<file path="src/common/xbar_pkg.sv">
/*
 * Shared definitions for the read-only AXI crossbar
 * Port counts, widths and limits, vector types for the
 * AR and R channel structs, the address rule struct and
 * the decode-error FSM states
 */
package xbar_pkg;

  // Crossbar dimensions
  localparam int NUM_SLV_PORTS = 2;
  localparam int NUM_MST_PORTS = 2;
  localparam int NUM_RULES     = 3;

  // Bus widths
  localparam int ADDR_WIDTH    = 32;
  localparam int DATA_WIDTH    = 32;
  localparam int SLV_ID_WIDTH  = 4;
  localparam int SLV_IDX_WIDTH = $clog2(NUM_SLV_PORTS);
  // Slave port index goes on top of the ID at the master side
  localparam int MST_ID_WIDTH  = SLV_ID_WIDTH + SLV_IDX_WIDTH;
  localparam int MST_IDX_WIDTH = $clog2(NUM_MST_PORTS);
  // One extra target for the decode-error responder
  localparam int SEL_WIDTH     = $clog2(NUM_MST_PORTS + 1);

  // ID ordering
  localparam int ID_USED_BITS  = 2;
  localparam int NUM_ID_SLOTS  = 2 ** ID_USED_BITS;
  localparam int MAX_TRANS     = 4;
  localparam int CNT_WIDTH     = $clog2(MAX_TRANS + 1);

  // Response codes
  localparam logic [1:0] RESP_OKAY   = 2'b00;
  localparam logic [1:0] RESP_DECERR = 2'b11;

  typedef logic [ADDR_WIDTH-1:0]    addr_t;
  typedef logic [DATA_WIDTH-1:0]    data_t;
  typedef logic [SLV_ID_WIDTH-1:0]  slv_id_t;
  typedef logic [MST_ID_WIDTH-1:0]  mst_id_t;
  typedef logic [7:0]               len_t;
  typedef logic [1:0]               resp_t;
  typedef logic [MST_IDX_WIDTH-1:0] mst_idx_t;
  typedef logic [SLV_IDX_WIDTH-1:0] slv_idx_t;
  typedef logic [SEL_WIDTH-1:0]     sel_t;
  typedef logic [CNT_WIDTH-1:0]     cnt_t;

  // Start is included, end is excluded
  typedef struct packed {
    mst_idx_t mst_idx;
    addr_t    start_addr;
    addr_t    end_addr;
  } rule_t;

  typedef struct packed {
    slv_id_t id;
    addr_t   addr;
    len_t    len;
  } slv_ar_t;

  typedef struct packed {
    mst_id_t id;
    addr_t   addr;
    len_t    len;
  } mst_ar_t;

  typedef struct packed {
    slv_id_t id;
    data_t   data;
    resp_t   resp;
    logic    last;
  } slv_r_t;

  typedef struct packed {
    mst_id_t id;
    data_t   data;
    resp_t   resp;
    logic    last;
  } mst_r_t;

  typedef enum logic {
    DECERR_IDLE,
    DECERR_BURST
  } decerr_state_t;

endpackage

</file>
<file path="src/demux/xbar_demux.sv">
/*
 * AR demux of one slave port
 * Routes AR to a master link or the error link, stalls
 * reordering hazards per ID slot and merges R beats
 */
`timescale 1ns/10ps

module xbar_demux
  import xbar_pkg::*;
(
  input  logic                      clk_i,
  input  logic                      reset_i,
  input  slv_ar_t                   slv_ar_i,
  input  logic                      slv_ar_valid_i,
  output logic                      slv_ar_ready_o,
  input  sel_t                      sel_i,
  output slv_r_t                    slv_r_o,
  output logic                      slv_r_valid_o,
  input  logic                      slv_r_ready_i,
  output slv_ar_t [NUM_MST_PORTS:0] mst_ar_o,
  output logic    [NUM_MST_PORTS:0] mst_ar_valid_o,
  input  logic    [NUM_MST_PORTS:0] mst_ar_ready_i,
  input  slv_r_t  [NUM_MST_PORTS:0] mst_r_i,
  input  logic    [NUM_MST_PORTS:0] mst_r_valid_i,
  output logic    [NUM_MST_PORTS:0] mst_r_ready_o
);

  // Per ID slot in-flight count and its current target
  cnt_t [NUM_ID_SLOTS-1:0] cnt_q;
  sel_t [NUM_ID_SLOTS-1:0] sel_q;
  logic [ID_USED_BITS-1:0] ar_slot;
  logic [ID_USED_BITS-1:0] r_slot;
  logic                    stall;
  logic                    ar_fire;
  logic                    r_fire;
  logic                    r_last_fire;
  // R merge pointer and the beat picked this cycle
  sel_t                    r_rr_q;
  sel_t                    r_idx;

  assign ar_slot = slv_ar_i.id[ID_USED_BITS-1:0];

  // Another target still busy with this slot, or slot is full
  assign stall = ((cnt_q[ar_slot] != '0) && (sel_q[ar_slot] != sel_i)) ||
                 (cnt_q[ar_slot] == cnt_t'(MAX_TRANS));

  always_comb begin
    for (int j = 0; j <= NUM_MST_PORTS; j++) begin
      mst_ar_o[j]       = slv_ar_i;
      mst_ar_valid_o[j] = slv_ar_valid_i && !stall && (sel_i == sel_t'(j));
    end
  end

  assign slv_ar_ready_o = !stall && (int'(sel_i) <= NUM_MST_PORTS) && mst_ar_ready_i[sel_i];
  assign ar_fire        = slv_ar_valid_i && slv_ar_ready_o;

  // Round robin per beat, first valid at or after the pointer
  always_comb begin
    r_idx = r_rr_q;
    for (int k = NUM_MST_PORTS; k >= 0; k--) begin
      if (mst_r_valid_i[(int'(r_rr_q) + k) % (NUM_MST_PORTS + 1)]) begin
        r_idx = sel_t'((int'(r_rr_q) + k) % (NUM_MST_PORTS + 1));
      end
    end
  end

  assign slv_r_o       = mst_r_i[r_idx];
  assign slv_r_valid_o = |mst_r_valid_i;
  always_comb begin
    for (int j = 0; j <= NUM_MST_PORTS; j++) begin
      mst_r_ready_o[j] = slv_r_ready_i && (r_idx == sel_t'(j));
    end
  end

  assign r_fire      = slv_r_valid_o && slv_r_ready_i;
  assign r_last_fire = r_fire && slv_r_o.last;
  assign r_slot      = slv_r_o.id[ID_USED_BITS-1:0];

  always_ff @(posedge clk_i) begin
    if (reset_i) begin
      cnt_q  <= '0;
      sel_q  <= '0;
      r_rr_q <= '0;
    end else begin
      // An AR and a last beat on the same slot cancel out
      for (int s = 0; s < NUM_ID_SLOTS; s++) begin
        cnt_q[s] <= cnt_q[s] + cnt_t'(ar_fire && (int'(ar_slot) == s))
                             - cnt_t'(r_last_fire && (int'(r_slot) == s));
      end
      if (ar_fire) begin
        sel_q[ar_slot] <= sel_i;
      end
      if (r_fire) begin
        r_rr_q <= (int'(r_idx) == NUM_MST_PORTS) ? '0 : r_idx + sel_t'(1);
      end
    end
  end

  // Target select must not move under a waiting AR
  a_sel_stable: assert property (@(posedge clk_i) disable iff (reset_i)
    (slv_ar_valid_i && !slv_ar_ready_o) |=> $stable(sel_i));

  // A last beat always belongs to a read counted on the way out
  a_no_underflow: assert property (@(posedge clk_i) disable iff (reset_i)
    r_last_fire |-> (cnt_q[r_slot] != '0));

endmodule

</file>
<file path="src/mux/xbar_mux.sv">
/*
 * AR mux of one master port
 * Round-robin AR arbitration with ID prepend, and R
 * routing back by the prepended slave port index
 */
`timescale 1ns/10ps

module xbar_mux
  import xbar_pkg::*;
(
  input  logic                        clk_i,
  input  logic                        reset_i,
  input  slv_ar_t [NUM_SLV_PORTS-1:0] slv_ar_i,
  input  logic    [NUM_SLV_PORTS-1:0] slv_ar_valid_i,
  output logic    [NUM_SLV_PORTS-1:0] slv_ar_ready_o,
  output slv_r_t  [NUM_SLV_PORTS-1:0] slv_r_o,
  output logic    [NUM_SLV_PORTS-1:0] slv_r_valid_o,
  input  logic    [NUM_SLV_PORTS-1:0] slv_r_ready_i,
  output mst_ar_t                     mst_ar_o,
  output logic                        mst_ar_valid_o,
  input  logic                        mst_ar_ready_i,
  input  mst_r_t                      mst_r_i,
  input  logic                        mst_r_valid_i,
  output logic                        mst_r_ready_o
);

  slv_idx_t rr_q;
  slv_idx_t gnt_q;
  logic     lock_q;
  slv_idx_t rr_gnt;
  slv_idx_t gnt;
  slv_idx_t r_port;
  logic     ar_fire;

  // First valid port at or after the pointer
  always_comb begin
    rr_gnt = rr_q;
    for (int k = NUM_SLV_PORTS - 1; k >= 0; k--) begin
      if (slv_ar_valid_i[(int'(rr_q) + k) % NUM_SLV_PORTS]) begin
        rr_gnt = slv_idx_t'((int'(rr_q) + k) % NUM_SLV_PORTS);
      end
    end
  end

  // Keep the winner until its AR is taken
  assign gnt = lock_q ? gnt_q : rr_gnt;

  assign mst_ar_valid_o = slv_ar_valid_i[gnt];
  assign mst_ar_o.id    = {gnt, slv_ar_i[gnt].id};
  assign mst_ar_o.addr  = slv_ar_i[gnt].addr;
  assign mst_ar_o.len   = slv_ar_i[gnt].len;
  assign ar_fire        = mst_ar_valid_o && mst_ar_ready_i;

  always_comb begin
    for (int i = 0; i < NUM_SLV_PORTS; i++) begin
      slv_ar_ready_o[i] = mst_ar_ready_i && (gnt == slv_idx_t'(i));
    end
  end

  always_ff @(posedge clk_i) begin
    if (reset_i) begin
      rr_q   <= '0;
      gnt_q  <= '0;
      lock_q <= 1'b0;
    end else begin
      lock_q <= mst_ar_valid_o && !mst_ar_ready_i;
      gnt_q  <= gnt;
      if (ar_fire) begin
        rr_q <= slv_idx_t'((int'(gnt) + 1) % NUM_SLV_PORTS);
      end
    end
  end

  // Top ID bits name the slave port the beat returns to
  assign r_port = mst_r_i.id[MST_ID_WIDTH-1 -: SLV_IDX_WIDTH];

  always_comb begin
    for (int i = 0; i < NUM_SLV_PORTS; i++) begin
      slv_r_o[i].id    = mst_r_i.id[SLV_ID_WIDTH-1:0];
      slv_r_o[i].data  = mst_r_i.data;
      slv_r_o[i].resp  = mst_r_i.resp;
      slv_r_o[i].last  = mst_r_i.last;
      slv_r_valid_o[i] = mst_r_valid_i && (r_port == slv_idx_t'(i));
    end
  end

  assign mst_r_ready_o = slv_r_ready_i[r_port];

  // Granted AR and its extended ID hold while the master port stalls
  a_ar_hold: assert property (@(posedge clk_i) disable iff (reset_i)
    (mst_ar_valid_o && !mst_ar_ready_i) |=> (mst_ar_valid_o && $stable(mst_ar_o)));

endmodule

</file>
<file path="src/xbar_addr_decode.sv">
/*
 * Address decoder of one slave port
 * Maps a read address onto a master port, the default
 * port or the decode-error target
 */
`timescale 1ns/10ps

module xbar_addr_decode
  import xbar_pkg::*;
(
  input  addr_t                  addr_i,
  input  rule_t [NUM_RULES-1:0]  addr_map_i,
  input  logic                   en_default_i,
  input  mst_idx_t               default_port_i,
  output sel_t                   sel_o
);

  logic match;

  always_comb begin
    match = 1'b0;
    // No hit means decode error unless the default port takes it
    sel_o = sel_t'(NUM_MST_PORTS);
    // Later rules overwrite earlier ones, so the highest index wins
    for (int r = 0; r < NUM_RULES; r++) begin
      if ((addr_i >= addr_map_i[r].start_addr) && (addr_i < addr_map_i[r].end_addr)) begin
        match = 1'b1;
        sel_o = sel_t'(addr_map_i[r].mst_idx);
      end
    end
    // Fall back to the per-port default master
    if (!match && en_default_i) begin
      sel_o = sel_t'(default_port_i);
    end
  end

endmodule

</file>
<file path="src/xbar_decerr.sv">
/*
 * Decode-error read responder
 * Takes one AR at a time and answers with len+1
 * zero-data DECERR beats
 */
`timescale 1ns/10ps

module xbar_decerr
  import xbar_pkg::*;
(
  input  logic    clk_i,
  input  logic    reset_i,
  input  slv_ar_t ar_i,
  input  logic    ar_valid_i,
  output logic    ar_ready_o,
  output slv_r_t  r_o,
  output logic    r_valid_o,
  input  logic    r_ready_i
);

  decerr_state_t state_q;
  slv_id_t       id_q;
  len_t          len_q;
  // Beats already sent of the current burst
  len_t          beat_q;

  assign ar_ready_o = (state_q == DECERR_IDLE);
  assign r_valid_o  = (state_q == DECERR_BURST);

  assign r_o.id   = id_q;
  assign r_o.data = '0;
  assign r_o.resp = RESP_DECERR;
  assign r_o.last = (beat_q == len_q);

  always_ff @(posedge clk_i) begin
    if (reset_i) begin
      state_q <= DECERR_IDLE;
      beat_q  <= '0;
    end else begin
      case (state_q)
        DECERR_IDLE: begin
          if (ar_valid_i) begin
            state_q <= DECERR_BURST;
            beat_q  <= '0;
          end
        end
        DECERR_BURST: begin
          if (r_ready_i) begin
            if (r_o.last) begin
              state_q <= DECERR_IDLE;
            end else begin
              beat_q <= beat_q + len_t'(1);
            end
          end
        end
        default: state_q <= DECERR_IDLE;
      endcase
    end
  end

  // ID and length of the accepted request
  always_ff @(posedge clk_i) begin
    if (ar_valid_i && ar_ready_o) begin
      id_q  <= ar_i.id;
      len_q <= ar_i.len;
    end
  end

  // Beat count stays within the latched burst length
  a_beat_in_burst: assert property (@(posedge clk_i) disable iff (reset_i)
    (state_q == DECERR_BURST) |-> (beat_q <= len_q));

endmodule

</file>
<file path="src/xbar_top.sv">
/*
 * Read-only AXI crossbar top level
 * Decoders, demuxes and error responders per slave port,
 * muxes per master port and the crosspoint links
 */
`timescale 1ns/10ps

module xbar_top
  import xbar_pkg::*;
(
  input  logic                         clk_i,
  input  logic                         reset_i,
  input  slv_ar_t  [NUM_SLV_PORTS-1:0] slv_ar_i,
  input  logic     [NUM_SLV_PORTS-1:0] slv_ar_valid_i,
  output logic     [NUM_SLV_PORTS-1:0] slv_ar_ready_o,
  output slv_r_t   [NUM_SLV_PORTS-1:0] slv_r_o,
  output logic     [NUM_SLV_PORTS-1:0] slv_r_valid_o,
  input  logic     [NUM_SLV_PORTS-1:0] slv_r_ready_i,
  output mst_ar_t  [NUM_MST_PORTS-1:0] mst_ar_o,
  output logic     [NUM_MST_PORTS-1:0] mst_ar_valid_o,
  input  logic     [NUM_MST_PORTS-1:0] mst_ar_ready_i,
  input  mst_r_t   [NUM_MST_PORTS-1:0] mst_r_i,
  input  logic     [NUM_MST_PORTS-1:0] mst_r_valid_i,
  output logic     [NUM_MST_PORTS-1:0] mst_r_ready_o,
  input  rule_t    [NUM_RULES-1:0]     addr_map_i,
  input  logic     [NUM_SLV_PORTS-1:0] en_default_i,
  input  mst_idx_t [NUM_SLV_PORTS-1:0] default_port_i
);

  sel_t [NUM_SLV_PORTS-1:0] ar_sel;

  // Demux side links, last index is the error target
  slv_ar_t [NUM_SLV_PORTS-1:0][NUM_MST_PORTS:0] dmx_ar;
  logic    [NUM_SLV_PORTS-1:0][NUM_MST_PORTS:0] dmx_ar_valid, dmx_ar_ready;
  slv_r_t  [NUM_SLV_PORTS-1:0][NUM_MST_PORTS:0] dmx_r;
  logic    [NUM_SLV_PORTS-1:0][NUM_MST_PORTS:0] dmx_r_valid, dmx_r_ready;

  // Mux side links, indexed master port first
  slv_ar_t [NUM_MST_PORTS-1:0][NUM_SLV_PORTS-1:0] mux_ar;
  logic    [NUM_MST_PORTS-1:0][NUM_SLV_PORTS-1:0] mux_ar_valid, mux_ar_ready;
  slv_r_t  [NUM_MST_PORTS-1:0][NUM_SLV_PORTS-1:0] mux_r;
  logic    [NUM_MST_PORTS-1:0][NUM_SLV_PORTS-1:0] mux_r_valid, mux_r_ready;

  for (genvar i = 0; i < NUM_SLV_PORTS; i++) begin : g_slv
    xbar_addr_decode i_decode (
      .addr_i         ( slv_ar_i[i].addr  ),
      .addr_map_i     ( addr_map_i        ),
      .en_default_i   ( en_default_i[i]   ),
      .default_port_i ( default_port_i[i] ),
      .sel_o          ( ar_sel[i]         )
    );

    xbar_demux i_demux (
      .clk_i          ( clk_i             ),
      .reset_i        ( reset_i           ),
      .slv_ar_i       ( slv_ar_i[i]       ),
      .slv_ar_valid_i ( slv_ar_valid_i[i] ),
      .slv_ar_ready_o ( slv_ar_ready_o[i] ),
      .sel_i          ( ar_sel[i]         ),
      .slv_r_o        ( slv_r_o[i]        ),
      .slv_r_valid_o  ( slv_r_valid_o[i]  ),
      .slv_r_ready_i  ( slv_r_ready_i[i]  ),
      .mst_ar_o       ( dmx_ar[i]         ),
      .mst_ar_valid_o ( dmx_ar_valid[i]   ),
      .mst_ar_ready_i ( dmx_ar_ready[i]   ),
      .mst_r_i        ( dmx_r[i]          ),
      .mst_r_valid_i  ( dmx_r_valid[i]    ),
      .mst_r_ready_o  ( dmx_r_ready[i]    )
    );

    // Unmapped reads end here
    xbar_decerr i_decerr (
      .clk_i      ( clk_i                           ),
      .reset_i    ( reset_i                         ),
      .ar_i       ( dmx_ar[i][NUM_MST_PORTS]        ),
      .ar_valid_i ( dmx_ar_valid[i][NUM_MST_PORTS]  ),
      .ar_ready_o ( dmx_ar_ready[i][NUM_MST_PORTS]  ),
      .r_o        ( dmx_r[i][NUM_MST_PORTS]         ),
      .r_valid_o  ( dmx_r_valid[i][NUM_MST_PORTS]   ),
      .r_ready_i  ( dmx_r_ready[i][NUM_MST_PORTS]   )
    );

    // Crosspoint transpose
    for (genvar j = 0; j < NUM_MST_PORTS; j++) begin : g_xp
      assign mux_ar[j][i]       = dmx_ar[i][j];
      assign mux_ar_valid[j][i] = dmx_ar_valid[i][j];
      assign dmx_ar_ready[i][j] = mux_ar_ready[j][i];
      assign dmx_r[i][j]        = mux_r[j][i];
      assign dmx_r_valid[i][j]  = mux_r_valid[j][i];
      assign mux_r_ready[j][i]  = dmx_r_ready[i][j];
    end
  end

  for (genvar j = 0; j < NUM_MST_PORTS; j++) begin : g_mst
    xbar_mux i_mux (
      .clk_i          ( clk_i             ),
      .reset_i        ( reset_i           ),
      .slv_ar_i       ( mux_ar[j]         ),
      .slv_ar_valid_i ( mux_ar_valid[j]   ),
      .slv_ar_ready_o ( mux_ar_ready[j]   ),
      .slv_r_o        ( mux_r[j]          ),
      .slv_r_valid_o  ( mux_r_valid[j]    ),
      .slv_r_ready_i  ( mux_r_ready[j]    ),
      .mst_ar_o       ( mst_ar_o[j]       ),
      .mst_ar_valid_o ( mst_ar_valid_o[j] ),
      .mst_ar_ready_i ( mst_ar_ready_i[j] ),
      .mst_r_i        ( mst_r_i[j]        ),
      .mst_r_valid_i  ( mst_r_valid_i[j]  ),
      .mst_r_ready_o  ( mst_r_ready_o[j]  )
    );
  end

endmodule

</file>
<file path="config.mk">
export PLATFORM = sky130hd
export DESIGN_NAME = xbar_top
export DESIGN_NICKNAME = d
export VERILOG_FILES = /design/src/common/xbar_pkg.sv /design/src/demux/xbar_demux.sv /design/src/mux/xbar_mux.sv /design/src/xbar_addr_decode.sv /design/src/xbar_decerr.sv /design/src/xbar_top.sv
export SDC_FILE = /design/constraint.sdc
export NUM_CORES = 1
export LEC_CHECK = 0
export ABC_AREA = 0
export BUFFER_PORTS_ARGS = -buffer_cell sky130_fd_sc_hd__buf_2
export CAP_MARGIN = 30
export CORE_AREA = 2 2 214 216
export CTS_CLUSTER_DIAMETER = 50
export DETAILED_ROUTE_END_ITERATION = 10
export DIE_AREA = 0 0 216 218
export SLEW_MARGIN = 0
export SYNTH_ARGS = -nofsm -noshare
export SYNTH_HDL_FRONTEND = slang
export SYNTH_SLANG_ARGS = --single-unit
export TNS_END_PERCENT = 100
</file>
<file path="constraint.sdc">
create_clock -name clk_i -period 6.9 [get_ports clk_i]
set_input_delay 0.69 -clock clk_i [delete_from_list [all_inputs] [get_ports clk_i]]
set_output_delay 0.69 -clock clk_i [all_outputs]
set_load 0.01 [all_outputs]
</file>
== Word-level counts from Yosys, hierarchy flattened ==
Index checks and enable logic that the tools add are counted.

* Output and inout port bits: 176
* Bits in registers: 92

* Magnitude comparators: 36
* Div/mod/pow operators: 6
* Add/sub/neg operators: 28
* Muxes and demuxes: 106
* Reductions and logical operators: 88
* Equality and inequality tests: 34
* Bitwise logic cells: 8

{| class="wikitable"
|+ Operator list
! kind !! count
|-
| $ge A32 B32 Y1 || 6
|-
| $lt A32 B32 Y1 || 6
|-
| $lt A32 B4 Y1 const B || 6
|-
| $mux W44 || 4
|-
| $bmux W39 S2 || 2
|-
| $mod A32 B3 Y32 const B || 4
|-
| $mux W39 || 2
|-
| $logic_and A1 B1 Y1 || 66
|-
| $mod A3 B3 Y32 const B || 2
|-
| $mux W1 || 50
|-
| $mux W8 || 6
|-
| $mux W2 || 20
|-
| $pmux W8 S2 || 2
|-
| $eq A2 B2 Y1 const B || 14
|-
| $add A3 B1 Y3 || 8
|-
| $lt A2 B3 Y1 const B || 8
|-
| $sub A3 B1 Y3 || 8
|-
| $add A8 B1 Y8 const B || 2
|-
| $bmux W1 S2 || 8
|-
| $bwmux W8 || 2
|-
| $eq A2 B1 Y1 const B || 8
|-
| $eq A8 B8 Y1 || 2
|-
| $logic_not A2 Y1 || 8
|-
| $bmux W3 S2 || 2
|-
| 22 further kinds || 60
|}

== Logic depth before layout (Yosys ltp) ==
Gate-level depths: netlist (run 1).

* Depth after elaboration: 29
* Depth in mapped cells: 23
* Depth with buffers taken out: 22

== By module ==
From an unflattened synthesis (run 1), not the netlist that was laid out.

* Cell total of the unflattened synthesis: 2,796
* Area total of the unflattened synthesis: 21,789.6 um^2

{| class="wikitable"
|+ By module, submodules not included
! module !! instances !! seq. area each (um^2) !! cells each !! area each (um^2)
|-
| xbar_addr_decode || 2 || 0.0 || 675 || 4,804.6
|-
| xbar_demux at g_slv[1].i_demux || 1 || 440.4 || 458 || 3,579.7
|-
| xbar_demux at g_slv[0].i_demux || 1 || 440.4 || 454 || 3,535.9
|-
| xbar_mux || 2 || 60.1 || 154 || 1,356.3
|-
| xbar_decerr || 2 || 540.5 || 113 || 1,176.1
|}

== Worst setup path before layout (run 1) ==
OpenSTA, ideal clock, no wires.

* Path type: input to register
* Start: input slv_ar_i[8] (netlist name)
* End: register g_slv[0].i_decerr.beat_q[7]
* Library setup time: 121 ps
* Stages: 16
* Data arrival time: 5,352 ps
* Data required time: 6,779 ps
* Path slack: 1,427 ps
* Cell sequence: inv_1 ha_1 nand2b_1 a2111oi_0 a2111oi_0 or4_1 a311oi_2 o211ai_1 a2111oi_0 a211oi_2 nor4_1 nand2b_1 clkbuf_1 nand4_1 xor2_1 nor2_1

* Cells in the longest elaborated chain, start to end: 16

{| class="wikitable"
|+ RTL lines
! what !! RTL line !! source
|-
| from (decl) || xbar_top.sv:13 || <nowiki>input slv_ar_t [NUM_SLV_PORTS-1:0] slv_ar_i,</nowiki>
|-
| $ge A32 B32 Y1 or $lt A32 B32 Y1 (tied branches) || xbar_addr_decode.sv:26 || <nowiki>if ((addr_i >= addr_map_i[r].start_addr) && (addr_i < addr_map_i[r].end_addr)) begin</nowiki>
|-
| $logic_and A1 B1 Y1 || xbar_addr_decode.sv:26 ||
|-
| $mux W1 (3 in a row) || xbar_addr_decode.sv:26 ||
|-
| $logic_not A1 Y1 || xbar_addr_decode.sv:32 || <nowiki>if (!match && en_default_i) begin</nowiki>
|-
| $logic_and A1 B1 Y1 || xbar_addr_decode.sv:32 ||
|-
| $mux W2 (*) || xbar_addr_decode.sv:32 ||
|-
| $ne A2 B2 Y1 || xbar_demux.sv:44 || <nowiki>assign stall = ((cnt_q[ar_slot] != '0) && (sel_q[ar_slot] != sel_i)) ||</nowiki>
|-
| $logic_and A1 B1 Y1 || xbar_demux.sv:44 ||
|-
| $logic_or A1 B1 Y1 || xbar_demux.sv:44 ||
|-
| $logic_not A1 Y1 || xbar_demux.sv:50 || <nowiki>mst_ar_valid_o[j] = slv_ar_valid_i && !stall && (sel_i == sel_t'(j));</nowiki>
|-
| $logic_and A1 B1 Y1 || xbar_demux.sv:50 ||
|-
| $logic_and A1 B1 Y1 (*) || xbar_demux.sv:50 ||
|-
| $ne A2 B1 Y1 (no source line) (*) || n/a ||
|-
| $reduce_and A3 Y1 (no source line) (*) || n/a ||
|-
| to (signal assigned) || xbar_decerr.sv:52 || <nowiki>beat_q <= beat_q + len_t'(1);</nowiki>
|-
| to (decl) || xbar_decerr.sv:25 || <nowiki>len_t beat_q;</nowiki>
|}

Mark *: on every way between the ends. The rest lies on a longest branch, timed or not.
A chain may end at the register's enable or synchronous reset.

== Final worst setup path (run 1) ==
* Start: input slv_ar_i[8] (netlist name)
* End: output mst_ar_valid_o[0]

* Cells in the longest elaborated chain, start to end: 22

{| class="wikitable"
|+ RTL lines
! what !! RTL line !! source
|-
| $ge A32 B32 Y1 or $lt A32 B32 Y1 (tied branches) || xbar_addr_decode.sv:26 ||
|-
| $logic_and A1 B1 Y1 || xbar_addr_decode.sv:26 ||
|-
| $mux W1 (3 in a row) || xbar_addr_decode.sv:26 ||
|-
| $logic_not A1 Y1 || xbar_addr_decode.sv:32 ||
|-
| $logic_and A1 B1 Y1 || xbar_addr_decode.sv:32 ||
|-
| $mux W2 (*) || xbar_addr_decode.sv:32 ||
|-
| $ne A2 B2 Y1 || xbar_demux.sv:44 ||
|-
| $logic_and A1 B1 Y1 || xbar_demux.sv:44 ||
|-
| $logic_or A1 B1 Y1 || xbar_demux.sv:44 ||
|-
| $logic_not A1 Y1 || xbar_demux.sv:50 ||
|-
| $logic_and A1 B1 Y1 || xbar_demux.sv:50 ||
|-
| $logic_and A1 B1 Y1 (*) || xbar_demux.sv:50 ||
|-
| $mux W1 (implied by the code) (3 in a row) || xbar_mux.sv:39 || <nowiki>if (slv_ar_valid_i[(int'(rr_q) + k) % NUM_SLV_PORTS]) begin</nowiki>
|-
| $mux W1 (2 in a row) || xbar_mux.sv:39 ||
|-
| $mux W1 || xbar_mux.sv:46 || <nowiki>assign gnt = lock_q ? gnt_q : rr_gnt;</nowiki>
|-
| $mux W1 (implied by the code) (*) (2 in a row) || xbar_mux.sv:48 || <nowiki>assign mst_ar_valid_o = slv_ar_valid_i[gnt];</nowiki>
|-
| to (decl) || xbar_top.sv:20 || <nowiki>output logic [NUM_MST_PORTS-1:0] mst_ar_valid_o,</nowiki>
|}

Mark *: on every way between the ends. The rest lies on a longest branch, timed or not. The select of a mux whose other input is x is not followed.

==> results of run 1 <==
==> flip-flops by register name, summed over array words and instances (netlist names) <==
register and flops:
g_mst.i_mux.lock_q 2, g_slv.i_demux.sel_q 16, g_slv.i_decerr.id_q 8, g_slv.i_demux.cnt_q 24, g_slv.i_decerr.r_valid_o 2, g_slv.i_demux.r_rr_q 4, g_mst.i_mux.gnt_q 2, g_mst.i_mux.rr_q 2
g_slv.i_decerr.len_q 16, g_slv.i_decerr.beat_q 16
==> layer usage <==
metal	share of wire (%)	vias up
met3	5.7	125
met1	40	8386
met2	50	704
met5	0.072	-
li1	-	8644
met4	4.4	8
==> path summary, 6_finish.rpt <==
| check | endpoint | slack (ns) | startpoint | cells after the start |
|---|---|---|---|---|
| max reg2reg | g_slv[0].i_demux.cnt_q[5] | 2.01 | g_slv[0].i_demux.r_rr_q[0] | 22 |
| min | g_slv[1].i_demux.sel_q[7] | 0.48 | g_slv[1].i_demux.sel_q[7] | 2 |
| max | mst_ar_valid_o[0] | 0.58 | slv_ar_i[8] | 17 |
| min reg2reg | g_slv[1].i_demux.sel_q[7] | 0.48 | g_slv[1].i_demux.sel_q[7] | 2 |
==> where the power goes <==
part           leakage [nW]  internal, mW  switching [mW]  total (mW)
sequential            0.769         0.599          0.0329       0.632
combinational          9.69         0.885            1.28        2.17
clock                 0.150         0.306           0.220       0.525
==> placed cells by master (no fill, tap or decap), types with 13 or more instances in the layout <==
cell,instances
sky130_fd_sc_hd__buf_2,552
sky130_fd_sc_hd__ha_1,400
sky130_fd_sc_hd__nand2_1,255
sky130_fd_sc_hd__inv_1,254
sky130_fd_sc_hd__a21oi_1,222
sky130_fd_sc_hd__mux2_2,97
sky130_fd_sc_hd__nor2_1,94
sky130_fd_sc_hd__o21ai_0,77
sky130_fd_sc_hd__dfxtp_1,68
sky130_fd_sc_hd__nand4_1,59
sky130_fd_sc_hd__nand3_1,55
sky130_fd_sc_hd__nor2b_1,39
sky130_fd_sc_hd__nor3_1,33
sky130_fd_sc_hd__a21o_1,31
sky130_fd_sc_hd__xor2_1,31
sky130_fd_sc_hd__edfxtp_1,24
sky130_fd_sc_hd__nand2b_1,23
sky130_fd_sc_hd__buf_4,22
sky130_fd_sc_hd__xnor2_1,17
sky130_fd_sc_hd__a211oi_1,16
sky130_fd_sc_hd__a31oi_1,14
sky130_fd_sc_hd__mux2i_1,14
sky130_fd_sc_hd__a221oi_1,13
sky130_fd_sc_hd__and3_1,13
sky130_fd_sc_hd__and4_1,13
==> worst min-delay path: stages, from the launching register on <==
cell and delay (ns):
sky130_fd_sc_hd__dfxtp_1 0.31, sky130_fd_sc_hd__nand2b_1 0.06, sky130_fd_sc_hd__mux2i_1 0.06
==> kinds of logic after synthesis <==
family / share of synthesized area [%]
mux: 8.43
xor+xnor: 2.56
buf+inv: 7.66
fa+ha+maj: 31.6
compound gates: 17.9
simple gates: 19.2
flops: 12.7
==> final cells by class <==
class	instances	area, um^2
fillers	4559	24700
clock buffers	10	250
multi-input cells	1693	13100
well taps	600	751
clock inverters	6	68.8
repair buffers	575	2950
flip-flops and latches	92	2080
inverters	255	957
diodes	7	17.5
==> metrics.log, run 1 <==
INFO  metric clk_root_buffer_cell = sky130_fd_sc_hd__clkbuf_16
INFO  metric gr-usage-met3 = just over 3%
INFO  metric min_path_type = reg -> reg
INFO  metric max_slew.worst_pin.slew = 0.895 ns
INFO  metric cts_made_buffers = 9
INFO  metric post_drt_via_cell_ratio = ~5.5
INFO  metric ctsHoldBuffers = 0
INFO  metric dpl-instance-area = 0.0198 mm^2
INFO  metric gp_routability_congestion = around 1.1
INFO  metric finalNetCount = between 3000 and 4000
INFO  metric critPathMaxStageDelay = between 0.6 and 0.7 ns
INFO  metric grt_pass1_wl = approximately 100000 um
INFO  metric synth_top_cells_by_area = sky130_fd_sc_hd__ha_1, sky130_fd_sc_hd__dfxtp_1, sky130_fd_sc_hd__a21oi_1
INFO  metric grt_antenna_before_repair = 13
INFO  metric max-slew-margin-rel = 40.3%
INFO  metric synth_enable_flop_cells = 24
INFO  metric drt_first_pass_iters = 5
INFO  metric finalClockSkew = ~0.0074 ns
INFO  metric timing_worst_setup_path_type = in -> out
INFO  metric initial_utilization = a little over a third
INFO  metric cts_num_sinks = just over 90
INFO  metric synth_top_flop_cell = sky130_fd_sc_hd__dfxtp_1
INFO  metric crit_top_cell = sky130_fd_sc_hd__a2111oi_0
INFO  metric grt_util_met1 = roughly a third
INFO  metric critPathLaunchType = primary input
INFO  metric synth_top_cells_by_count = sky130_fd_sc_hd__ha_1, sky130_fd_sc_hd__nand2_1, sky130_fd_sc_hd__inv_1
INFO  metric layout-area-overhead-vs-synth = 23.1%
INFO  metric rsz0062_at_grt = false
INFO  metric synth_sequential_area_ratio = between 10% and 20%
INFO  metric cap_viol_max_count = 0
INFO  metric postLayoutCellArea = 0.0202 mm^2
INFO  metric clock_path_buffers = 2
INFO  metric power_per_cell_area = around 160 mW/mm^2
INFO  metric timing.setup.tns = 0 ns
INFO  metric cts_tree = yes
INFO  metric fp-row-count = 78
INFO  metric critical_path.slowest_cell = sky130_fd_sc_hd__or4_1
INFO  metric drc_errors = 0
INFO  metric post_synth_inst_count = ~2100
INFO  metric crit_path_leading_delay_family = compound AO/OA/AOI/OAI gates
INFO  metric port_buffers = 552
INFO  metric ios = approximately 550
INFO  metric postRouteAntennaNets = 0
INFO  metric vias = around 18000
INFO  metric post-synth-top-area-fraction = 30.5%
INFO  metric synth_most_common_cell = sky130_fd_sc_hd__ha_1
INFO  metric synthesis.area = approximately 0.016 mm^2
INFO  metric globalRouteMet2Util = between 40% and 50%
INFO  metric detail_route.iter0.violations = approximately 1000
INFO  metric post_layout_nonfiller_instances = about 3200
INFO  metric peakVddDrop = between 0.0001 and 0.00015 V
INFO  metric drt-wirelength-per-cell = approximately 21 um
INFO  metric cts.clk_slew.worst_paths = 0.07 ns
INFO  metric die_h = about 220 um
INFO  metric path_cells = buf_2 > inv_1 > ha_1 > nand2b_1 > a2111oi_0 > a2111oi_0 > or4_1 > a311oi_2 > o211ai_1 > a2111oi_0 > a211oi_2 > o32ai_1 > a21oi_1 > a21oi_4 > buf_4 > mux2_2 > buf_2
INFO  metric globalRouteTotalUtil = 27.2%
INFO  metric cts_setup_buffers = 0
INFO  metric grt_overflow_total = 0
INFO  metric post_synth_num_cell_types = just under 90
INFO  metric worst_path_maximum_fanout = 36
INFO  metric finalHoldWorstSlack = between 0.4 and 0.5 ns
INFO  metric post-place-cells = approximately 3200
INFO  metric cts.htree.levels = 3
INFO  metric post-dp-hpwl = between 50000 and 60000 um
INFO  metric synth.avg_cell_area = between 7 and 8 um^2
INFO  metric syn_nets = between 2000 and 3000
INFO  metric grt_start_max_net_pins = slightly below 70
INFO  metric totalWireLength = 67000 um
INFO  metric grt.busiest_layer = met2
INFO  metric timing.critical_path.to_type = primary output
INFO  metric crit_arrival = ~5.6 ns
INFO  metric synth_async_sr_flop_share = 0%
INFO  metric required = about 6.2 ns
INFO  metric dpl_ws = approximately 0.50 ns
INFO  metric p_total = 3.32 mW
INFO  metric finalWorstSetupSlack = slightly below 0.6 ns
INFO  metric timing_max_transition_violations_final = 0
INFO  metric yosys_warnings = 0
INFO  metric run_status = complete, no violations
INFO  metric critical_path.n_buffers_inverters = 4
INFO  metric utilization = around 45%
INFO  metric quantity_of_gates_resized_following_cts = 0
INFO  metric share_of_post_route_cells_with_drive_strength_above_1 = between 20% and 30%
INFO  metric clock_latency = between 0.3 and 0.4 ns
INFO  metric p_leak = between 10 and 15 nW
INFO  metric period_minus_slack = ~6.3 ns
INFO  metric setup_violations = 0
INFO  metric finalHoldViolCount = 0
INFO  metric first_global_vias = between 15000 and 20000
INFO  metric yosys.area.top_type = sky130_fd_sc_hd__ha_1
INFO  metric timing.fmax = between 150 and 200 MHz
INFO  metric floorplan.die.width = ~220 um
INFO  metric core_area = between 0.04 and 0.05 mm^2
INFO  metric min_period_over_period = between 90 and 100%
INFO  metric register_bit_count_reported_by_yosys = roughly 90
INFO  metric floorplan.die_area = between 0.04 and 0.05 mm^2
Note: power is estimated with default switching activity, not from simulation.
==> inputs of run 2 (changes only) <==
--- a/config.mk
+++ b/config.mk
@@ -8,10 +8,11 @@
 export ABC_AREA = 0
 export BUFFER_PORTS_ARGS = -buffer_cell sky130_fd_sc_hd__buf_2
 export CAP_MARGIN = 30
-export CORE_AREA = 2 2 214 216
+export CORE_AREA = 2 2 213 215
 export CTS_CLUSTER_DIAMETER = 50
 export DETAILED_ROUTE_END_ITERATION = 10
-export DIE_AREA = 0 0 216 218
+export DIE_AREA = 0 0 215 217
+export SKIP_LAST_GASP = 1
 export SLEW_MARGIN = 0
 export SYNTH_ARGS = -nofsm -noshare
 export SYNTH_HDL_FRONTEND = slang
==> run 2 against run 1 <==
Net effect: sequential share of layout area hardly changed; final area decreased by 0.27%; critical endpoint is now mst_ar_o[12]; hold slack got worse by 0.0065 ns; sequential power hardly changed; critical path depth did not move; global-route usage up 0.86 points; cell count decreased by 0.19%; maximum frequency rose by 1.3%; die area is 0.92% lower; sequential cell count unchanged; combinational power barely moved.
==> metrics.log, run 2 (synthesis results as in run 1) <==
INFO  metric cts.htree.levels = 3 (unchanged)
INFO  metric largest_register_ffs = 24 (unchanged)
INFO  metric first_global_vias = 17800 (+0.18%)
INFO  metric cts_num_sinks = 92 (unchanged)
INFO  metric post-place-cells = 3211 (-0.12%)
INFO  metric clk_root_buffer_cell = sky130_fd_sc_hd__clkbuf_16
INFO  metric run_status = complete, no violations
INFO  metric required = 6.21 ns (about the same)
INFO  metric clock_latency = 0.35 ns (about the same)
INFO  metric share_of_post_route_cells_with_drive_strength_above_1 = 27.2% (-0.19 points)
INFO  metric crit_top_cell = sky130_fd_sc_hd__a2111oi_0
INFO  metric drc_errors = 0 (unchanged)
INFO  metric finalHoldWorstSlack = 0.477 ns (-0.00646 ns)
INFO  metric gp_routability_congestion = 0.961 (-11%)
INFO  metric utilization = 45.0% (+0.073 points)
INFO  metric p_total = 3.28 mW (-1.2%)
INFO  metric cts_setup_buffers = 0 (unchanged)
INFO  metric period_minus_slack = 6.24 ns (-0.0805 ns)
INFO  metric layout-area-overhead-vs-synth = 22.7%
INFO  metric postRouteAntennaNets = 0 (unchanged)
INFO  metric cts_made_buffers = 9 (unchanged)
INFO  metric drt-wirelength-per-cell = 21.0 um (+1.6%)
INFO  metric peakVddDrop = 0.000117 V (-18%)
INFO  metric layout.cells.most_common = sky130_fd_sc_hd__buf_2
INFO  metric timing.hold.worst_path_depth = 2 (unchanged)
INFO  metric cts_tree = yes
INFO  metric grt_pass1_wl = 102000 um (+2.1%)
INFO  metric timing_max_transition_violations_final = 0 (unchanged)
INFO  metric globalRouteMet2Util = 51.6% (+1.7 points)
INFO  metric gr-usage-met3 = 3.00% (-0.11 points)
INFO  metric ios = 553 (unchanged)
INFO  metric die_h = 217 um (-0.46%)
INFO  metric critical_path.slowest_cell = sky130_fd_sc_hd__or4_1
INFO  metric post-dp-hpwl = 57100 um (+1.5%)
INFO  metric clock_path_buffers = 2 (unchanged)
INFO  metric finalNetCount = 3407 (-0.12%)
INFO  metric max_slew.worst_pin.slew = 0.822 ns (-0.0732 ns)
INFO  metric n_fill_cell = 4596 (+0.81%)
INFO  metric grt.busiest_layer = met2
INFO  metric worst_path_maximum_fanout = 50 (+39%)
INFO  metric critPathMaxStageDelay = 0.62 ns (about the same)
INFO  metric fp-row-count = 78 (unchanged)
INFO  metric finalHoldViolCount = 0 (unchanged)
INFO  metric min_period_over_period = 90.5% (-1.2 points)
INFO  metric hold_path.startpoint = g_mst[1].i_mux.rr_q
INFO  metric power_per_cell_area = 163 mW/mm^2 (-0.96%)
INFO  metric grt_start_max_net_pins = 68 (unchanged)
INFO  metric finalClockSkew = 0.00844 ns (+0.00101 ns)
INFO  metric timing.fmax = 160 MHz (+1.3%)
INFO  metric most_frequent_cells_in_the_layout = sky130_fd_sc_hd__buf_2, sky130_fd_sc_hd__ha_1, sky130_fd_sc_hd__nand2_1
INFO  metric timing.setup.tns = 0 ns (unchanged)
INFO  metric r2r-start = g_slv[0].i_demux.r_rr_q[0]
INFO  metric floorplan.die.width = 215 um (-0.46%)
INFO  metric post_layout_nonfiller_instances = 3232 (-0.19%)
INFO  metric p_leak = 10.6 nW (-0.29%)
INFO  metric grt_util_met1 = 33.0% (+1.5 points)
INFO  metric finalWorstSetupSlack = 0.658 ns (+0.0805 ns)
INFO  metric critPathLaunchType = primary input
INFO  metric initial_utilization = 36.7% (+0.16 points)
INFO  metric postLayoutCellArea = 0.0201 mm^2 (-0.27%)
INFO  metric timing_worst_setup_path_type = in -> out
INFO  metric crit_arrival = 5.55 ns (-0.08 ns)
INFO  metric holdPathEnd = g_mst[1].i_mux.rr_q
INFO  metric core_area = 0.0447 mm^2 (-0.43%)
INFO  metric post_drt_via_cell_ratio = 5.53 (+0.22%)
INFO  metric min_path_type = reg -> reg
INFO  metric port_buffers = 552 (unchanged)
INFO  metric dpl_ws = 0.633 ns (+0.136 ns)
INFO  metric multi_input_area = 0.0131 mm^2 (about the same)
INFO  metric grt_antenna_before_repair = 10 (-3)
INFO  metric area.sequential = 0.00208 mm^2 (unchanged)
INFO  metric path_cells = buf_2 > inv_1 > ha_1 > nand2b_1 > a2111oi_0 > a2111oi_0 > or4_1 > a311oi_2 > o211ai_1 > a2111oi_0 > a211oi_2 > o32ai_1 > a21oi_1 > a21oi_4 > buf_12 > mux2_2 > buf_2
INFO  metric totalWireLength = 67900 um (+1.4%)
INFO  metric quantity_of_gates_resized_following_cts = 0 (unchanged)
INFO  metric timing.critical_path.to_type = primary output
INFO  metric grt_overflow_total = 0 (unchanged)
INFO  metric largest_register = g_slv.i_demux.cnt_q
INFO  metric timing.reg2reg.setup_slack = 1.68 ns (-0.33 ns)
INFO  metric max-slew-margin-rel = 43.8% (+3.5 points)
INFO  metric reg2regPathDepth = 21 (-4.5%)
INFO  metric rsz0062_at_grt = false
INFO  metric cap_viol_max_count = 0 (unchanged)
INFO  metric detail_route.iter0.violations = 923 (-7.2%)
INFO  metric ctsHoldBuffers = 0 (unchanged)
INFO  metric floorplan.die_area = 0.0467 mm^2 (-0.92%)
INFO  metric dpl-instance-area = 0.0198 mm^2 (about the same)
INFO  metric globalRouteTotalUtil = 28.0% (+0.86 points)
INFO  metric drt_first_pass_iters = 5 (unchanged)
INFO  metric cts.clk_slew.worst_paths = 0.06 ns (about the same)
INFO  metric setup_violations = 0 (unchanged)
INFO  metric vias = 17900 (+0.039%)
INFO  metric crit-reg2reg-capture = g_slv[0].i_demux.cnt_q[5]
run 2: worst max-delay path: cells and delay by family:
family | cells | cell delay [ns]
AND/OR/NAND/NOR | 2 | 0.77
multiplexers | 1 | 0.39
AO/OA/AOI/OAI | 9 | 2.68
buffers and inverters | 4 | 0.65
adder cells (fa/ha/maj) | 1 | 0.28
run 2: how the worst max path moves through the flow:
stage	to	slack (ns)	from
3_5_place_dp	g_slv[1].i_demux.cnt_q[8]	0.63	slv_ar_i[8]
6_report	mst_ar_o[12]	0.66	slv_ar_i[8]
3_3_place_gp	g_slv[1].i_demux.cnt_q[8]	0.80	slv_ar_i[8]
4_1_cts	mst_ar_o[12]	0.66	slv_ar_i[8]
5_1_grt	mst_ar_o[12]	0.35	slv_ar_i[8]
2_1_floorplan	g_slv[0].i_decerr.beat_q[7]	1.43	slv_ar_i[8]
run 2: layout make-up:
class	instances	share of cell area [%]
multi-input cells	1693	65.1
repair buffers	571	14.6
flip-flops and latches	92	10.3
inverters	255	4.76
well taps	600	3.73
clock buffers	11	1.16
clock inverters	5	0.261
diodes	5	0.0622
run 2: power breakdown:
part           total, mW  internal (mW)  switching [mW]
Clock              0.486          0.279           0.207
Combinational       2.16          0.882            1.28
Sequential         0.634          0.599          0.0343
Total               3.28           1.76            1.52
run 2: layer usage:
metal	routed length (um)	vias to the layer above	part of all wire [%]
met3	3520	113	5.2
li1	-	8623	-
met4	2670	8	3.9
met1	27800	8457	41
met2	33900	673	50
met5	52	-	0.077
==> inputs of run 3 (changes only) <==
==> constraint.sdc (replaced) <==
create_clock -name clk_i -period 6.9 [get_ports clk_i]
set_input_delay 0.69 -clock clk_i [delete_from_list [all_inputs] [get_ports clk_i]]
set_output_delay 0.69 -clock clk_i [all_outputs]
set_load 0.005 [all_outputs]
==> run 3 against run 2 <==
Net effect: sequential cell count is the same; final area grew 0.21%; first-iteration DRC count grew 25%; die area is the same; setup slack lost 0.040 ns; wire length shrank 0.21%; clock-buffer cell count is the same; combinational power shrank 5%; clock skew grew 0.0028 ns; hold slack gained 0.0033 ns; largest cell class unchanged; highest routed layer unchanged.
==> metrics.log, run 3 (synthesis results as in run 1) <==
INFO  metric run_status = complete, no violations
INFO  metric hold_path.startpoint = g_slv[1].i_demux.sel_q[5]
INFO  metric r2r-start = g_slv[0].i_demux.r_rr_q[0]
INFO  metric largest_register = g_slv.i_demux.cnt_q
INFO  metric setup.worst_path.start = slv_ar_i[8]
INFO  metric clock_path_buffers = 2 (unchanged)
INFO  metric critPathMaxStageDelay = 0.63 ns (about the same)
INFO  metric post_layout_nonfiller_instances = 3237 (+0.15%)
INFO  metric min_period_over_period = 91.0% (+0.57 points)
INFO  metric fp-row-count = 78 (unchanged)
INFO  metric worst_path_maximum_fanout = 23 (-54%)
INFO  metric cts.htree.levels = 3 (unchanged)
INFO  metric clock_latency = 0.35 ns (about the same)
INFO  metric cts_num_sinks = 92 (unchanged)
INFO  metric power_per_cell_area = 159 mW/mm^2 (-2.8%)
INFO  metric reg2regPathDepth = 22 (+4.8%)
INFO  metric drt-wirelength-per-cell = 20.9 um (-0.36%)
INFO  metric globalRouteTotalUtil = 27.9% (-0.13 points)
INFO  metric n_fill_cell = 4610 (+0.30%)
INFO  metric layout.cells.most_common = sky130_fd_sc_hd__buf_2
INFO  metric quantity_of_gates_resized_following_cts = 0 (unchanged)
INFO  metric postRouteAntennaNets = 0 (unchanged)
INFO  metric peakVddDrop = 0.000115 V (-2.5%)
INFO  metric rsz0062_at_grt = false
INFO  metric first_global_vias = 17900 (+0.20%)
INFO  metric timing_worst_setup_path_type = in -> out
INFO  metric grt_antenna_before_repair = 12 (+2)
INFO  metric finalWorstSetupSlack = 0.619 ns (-0.0395 ns)
INFO  metric critPathLaunchType = primary input
INFO  metric drc_errors = 0 (unchanged)
INFO  metric cts_tree = yes
INFO  metric layout-area-overhead-vs-synth = 23.0%
INFO  metric timing.fmax = 159 MHz (-0.63%)
INFO  metric die_h = 217 um (unchanged)
INFO  metric timing.reg2reg.setup_slack = 1.96 ns (+0.28 ns)
INFO  metric ios = 553 (unchanged)
INFO  metric drt_first_pass_iters = 5 (unchanged)
INFO  metric finalClockSkew = 0.0113 ns (+0.00285 ns)
INFO  metric gp_routability_congestion = 1.02 (+6.3%)
INFO  metric p_leak = 10.6 nW (+0.27%)
INFO  metric comb_power_share = 64.0% (-1.9 points)
INFO  metric power.switching_fraction = 44.2% (-2.2 points)
INFO  metric timing.critical_path.to_type = primary output
INFO  metric timing.setup.tns = 0 ns (unchanged)
INFO  metric initial_utilization = 36.7% (unchanged)
INFO  metric post_drt_via_cell_ratio = 5.51 (-0.29%)
INFO  metric crit-reg2reg-capture = g_slv[0].i_demux.cnt_q[5]
INFO  metric grt_pass1_wl = 102000 um (about the same)
INFO  metric ctsHoldBuffers = 0 (unchanged)
INFO  metric clk_root_buffer_cell = sky130_fd_sc_hd__clkbuf_16
INFO  metric floorplan.die_area = 0.0467 mm^2 (unchanged)
INFO  metric required = 6.21 ns (about the same)
INFO  metric crit_arrival = 5.59 ns (+0.04 ns)
INFO  metric max-slew-margin-rel = 34.6% (-9.2 points)
INFO  metric power.clock.fraction = 16.2% (+1.4 points)
INFO  metric setup_violations = 0 (unchanged)
INFO  metric p_int = 1.78 mW (+1.3%)
INFO  metric min_path_type = reg -> reg
INFO  metric port_buffers = 552 (unchanged)
INFO  metric holdPathEnd = g_slv[1].i_demux.sel_q[5]
INFO  metric core_area = 0.0447 mm^2 (unchanged)
INFO  metric dpl_ws = 0.601 ns (-0.0313 ns)
INFO  metric max_slew.worst_pin.slew = 0.956 ns (+0.135 ns)
INFO  metric timing_max_transition_violations_final = 0 (unchanged)
INFO  metric grt_start_max_net_pins = 68 (unchanged)
INFO  metric crit_top_cell = sky130_fd_sc_hd__a2111oi_0
INFO  metric grt_overflow_total = 0 (unchanged)
INFO  metric vias = 17900 (-0.13%)
INFO  metric detail_route.iter0.violations = 1156 (+25%)
INFO  metric cts_made_buffers = 9 (unchanged)
INFO  metric power.sequential.fraction = 19.8% (+0.5 points)
INFO  metric share_of_post_route_cells_with_drive_strength_above_1 = 27.4% (+0.14 points)
INFO  metric most_frequent_cells_in_the_layout = sky130_fd_sc_hd__buf_2, sky130_fd_sc_hd__ha_1, sky130_fd_sc_hd__nand2_1
INFO  metric post-dp-hpwl = 57000 um (about the same)
INFO  metric cap_viol_max_count = 0 (unchanged)
INFO  metric switching_power = 1.41 mW (-7.2%)
INFO  metric totalWireLength = 67800 um (-0.21%)
INFO  metric period_minus_slack = 6.28 ns (+0.0395 ns)
INFO  metric cts_setup_buffers = 0 (unchanged)
INFO  metric cts.clk_slew.worst_paths = 0.07 ns (about the same)
INFO  metric finalNetCount = 3408 (+0.029%)
INFO  metric path_cells = buf_2 > inv_1 > ha_1 > nand2b_1 > a2111oi_0 > a2111oi_0 > or4_1 > a311oi_2 > o211ai_1 > a2111oi_0 > a211oi_2 > nor3_1 > maj3_2 > o21a_2 > buf_12 > mux2_2 > buf_2
INFO  metric finalHoldViolCount = 0 (unchanged)
INFO  metric critical_path.slowest_cell = sky130_fd_sc_hd__or4_1
INFO  metric largest_register_ffs = 24 (unchanged)
INFO  metric timing.hold.worst_path_depth = 2 (unchanged)
INFO  metric floorplan.die.width = 215 um (unchanged)
INFO  metric post-place-cells = 3212 (+0.031%)
run 3: cell types whose count changed in the layout (fill, tap and decap cells not counted):
| cell | delta |
|---|---|
| sky130_fd_sc_hd__clkbuf_1 | -1 |
| sky130_fd_sc_hd__clkinvlp_4 | -2 |
| sky130_fd_sc_hd__clkbuf_16 | +1 |
| sky130_fd_sc_hd__diode_2 | +4 |
| sky130_fd_sc_hd__clkinv_4 | +1 |
| sky130_fd_sc_hd__clkinv_1 | -2 |
| sky130_fd_sc_hd__clkinv_2 | +1 |
| sky130_fd_sc_hd__inv_4 | +2 |
| sky130_fd_sc_hd__buf_4 | +1 |
run 3: final cells by class:
class / instances / area (um^2) / share of cell area, %
Multi-Input combinational cell: 1693 / 13100 / 65.0
Clock inverter: 5 / 56.3 / 0.279
Antenna cell: 9 / 22.5 / 0.112
Clock buffer: 11 / 254 / 1.26
Tap cell: 600 / 751 / 3.72
Inverter: 255 / 957 / 4.75
Sequential cell: 92 / 2080 / 10.3
Timing Repair Buffer: 572 / 2940 / 14.6
run 3: worst max path at each step:
stage	slack [ns]	end	cells past startpoint
finish	0.62	mst_ar_o[55]	17
global route	0.1	mst_ar_o[55]	17
CTS	0.57	mst_ar_o[55]	17
detailed placement	0.60	mst_ar_o[55]	17
global placement	0.69	mst_ar_o[55]	15
floorplan	1.43	g_slv[0].i_decerr.beat_q[7]	16
run 3: worst max-delay path, delay by kind of cell:
kind                     cells  cell delay [ns]
AO/OA/AOI/OAI                7             2.22
AND/OR/NAND/NOR              3             1.09
buffers and inverters        4             0.61
adder cells (fa/ha/maj)      2             0.58
multiplexers                 1             0.37
run 3: power by group through the flow:
stage | registers, mW | logic, mW | clock network [mW]
finish | 0.633 | 2.05 | 0.518
global placement | 0.645 | 1.99 | 0
global route | 0.638 | 2.25 | 0.548
floorplan | 0.631 | 1.19 | 0
CTS | 0.633 | 2.05 | 0.532
detailed placement | 0.645 | 2.04 | 0
run 3: layer usage:
metal  up-vias  wire, um  global-route usage, %
met5         -        59                      0
met1      8436     27500                   32.7
met4         8      2640                   11.3
met2       674     33600                   51.6
met3        99      3990                   3.41
li1       8633         -                      -
run 3: stage by stage:
stage / utilization (%) / cell area (um^2) / power (mW) / hold WS [ns]
5_1_grt: 45.1 / 20200 / 3.44 / 0.508
4_1_cts: 45.1 / 20100 / 3.21 / 0.485
3_3_place_gp: 44.4 / 19800 / 2.64 / 0.464
2_1_floorplan: - / 16400 / 1.83 / 0.450
6_report: 45.1 / 20200 / 3.20 / 0.480
3_5_place_dp: 44.4 / 19800 / 2.68 / 0.475
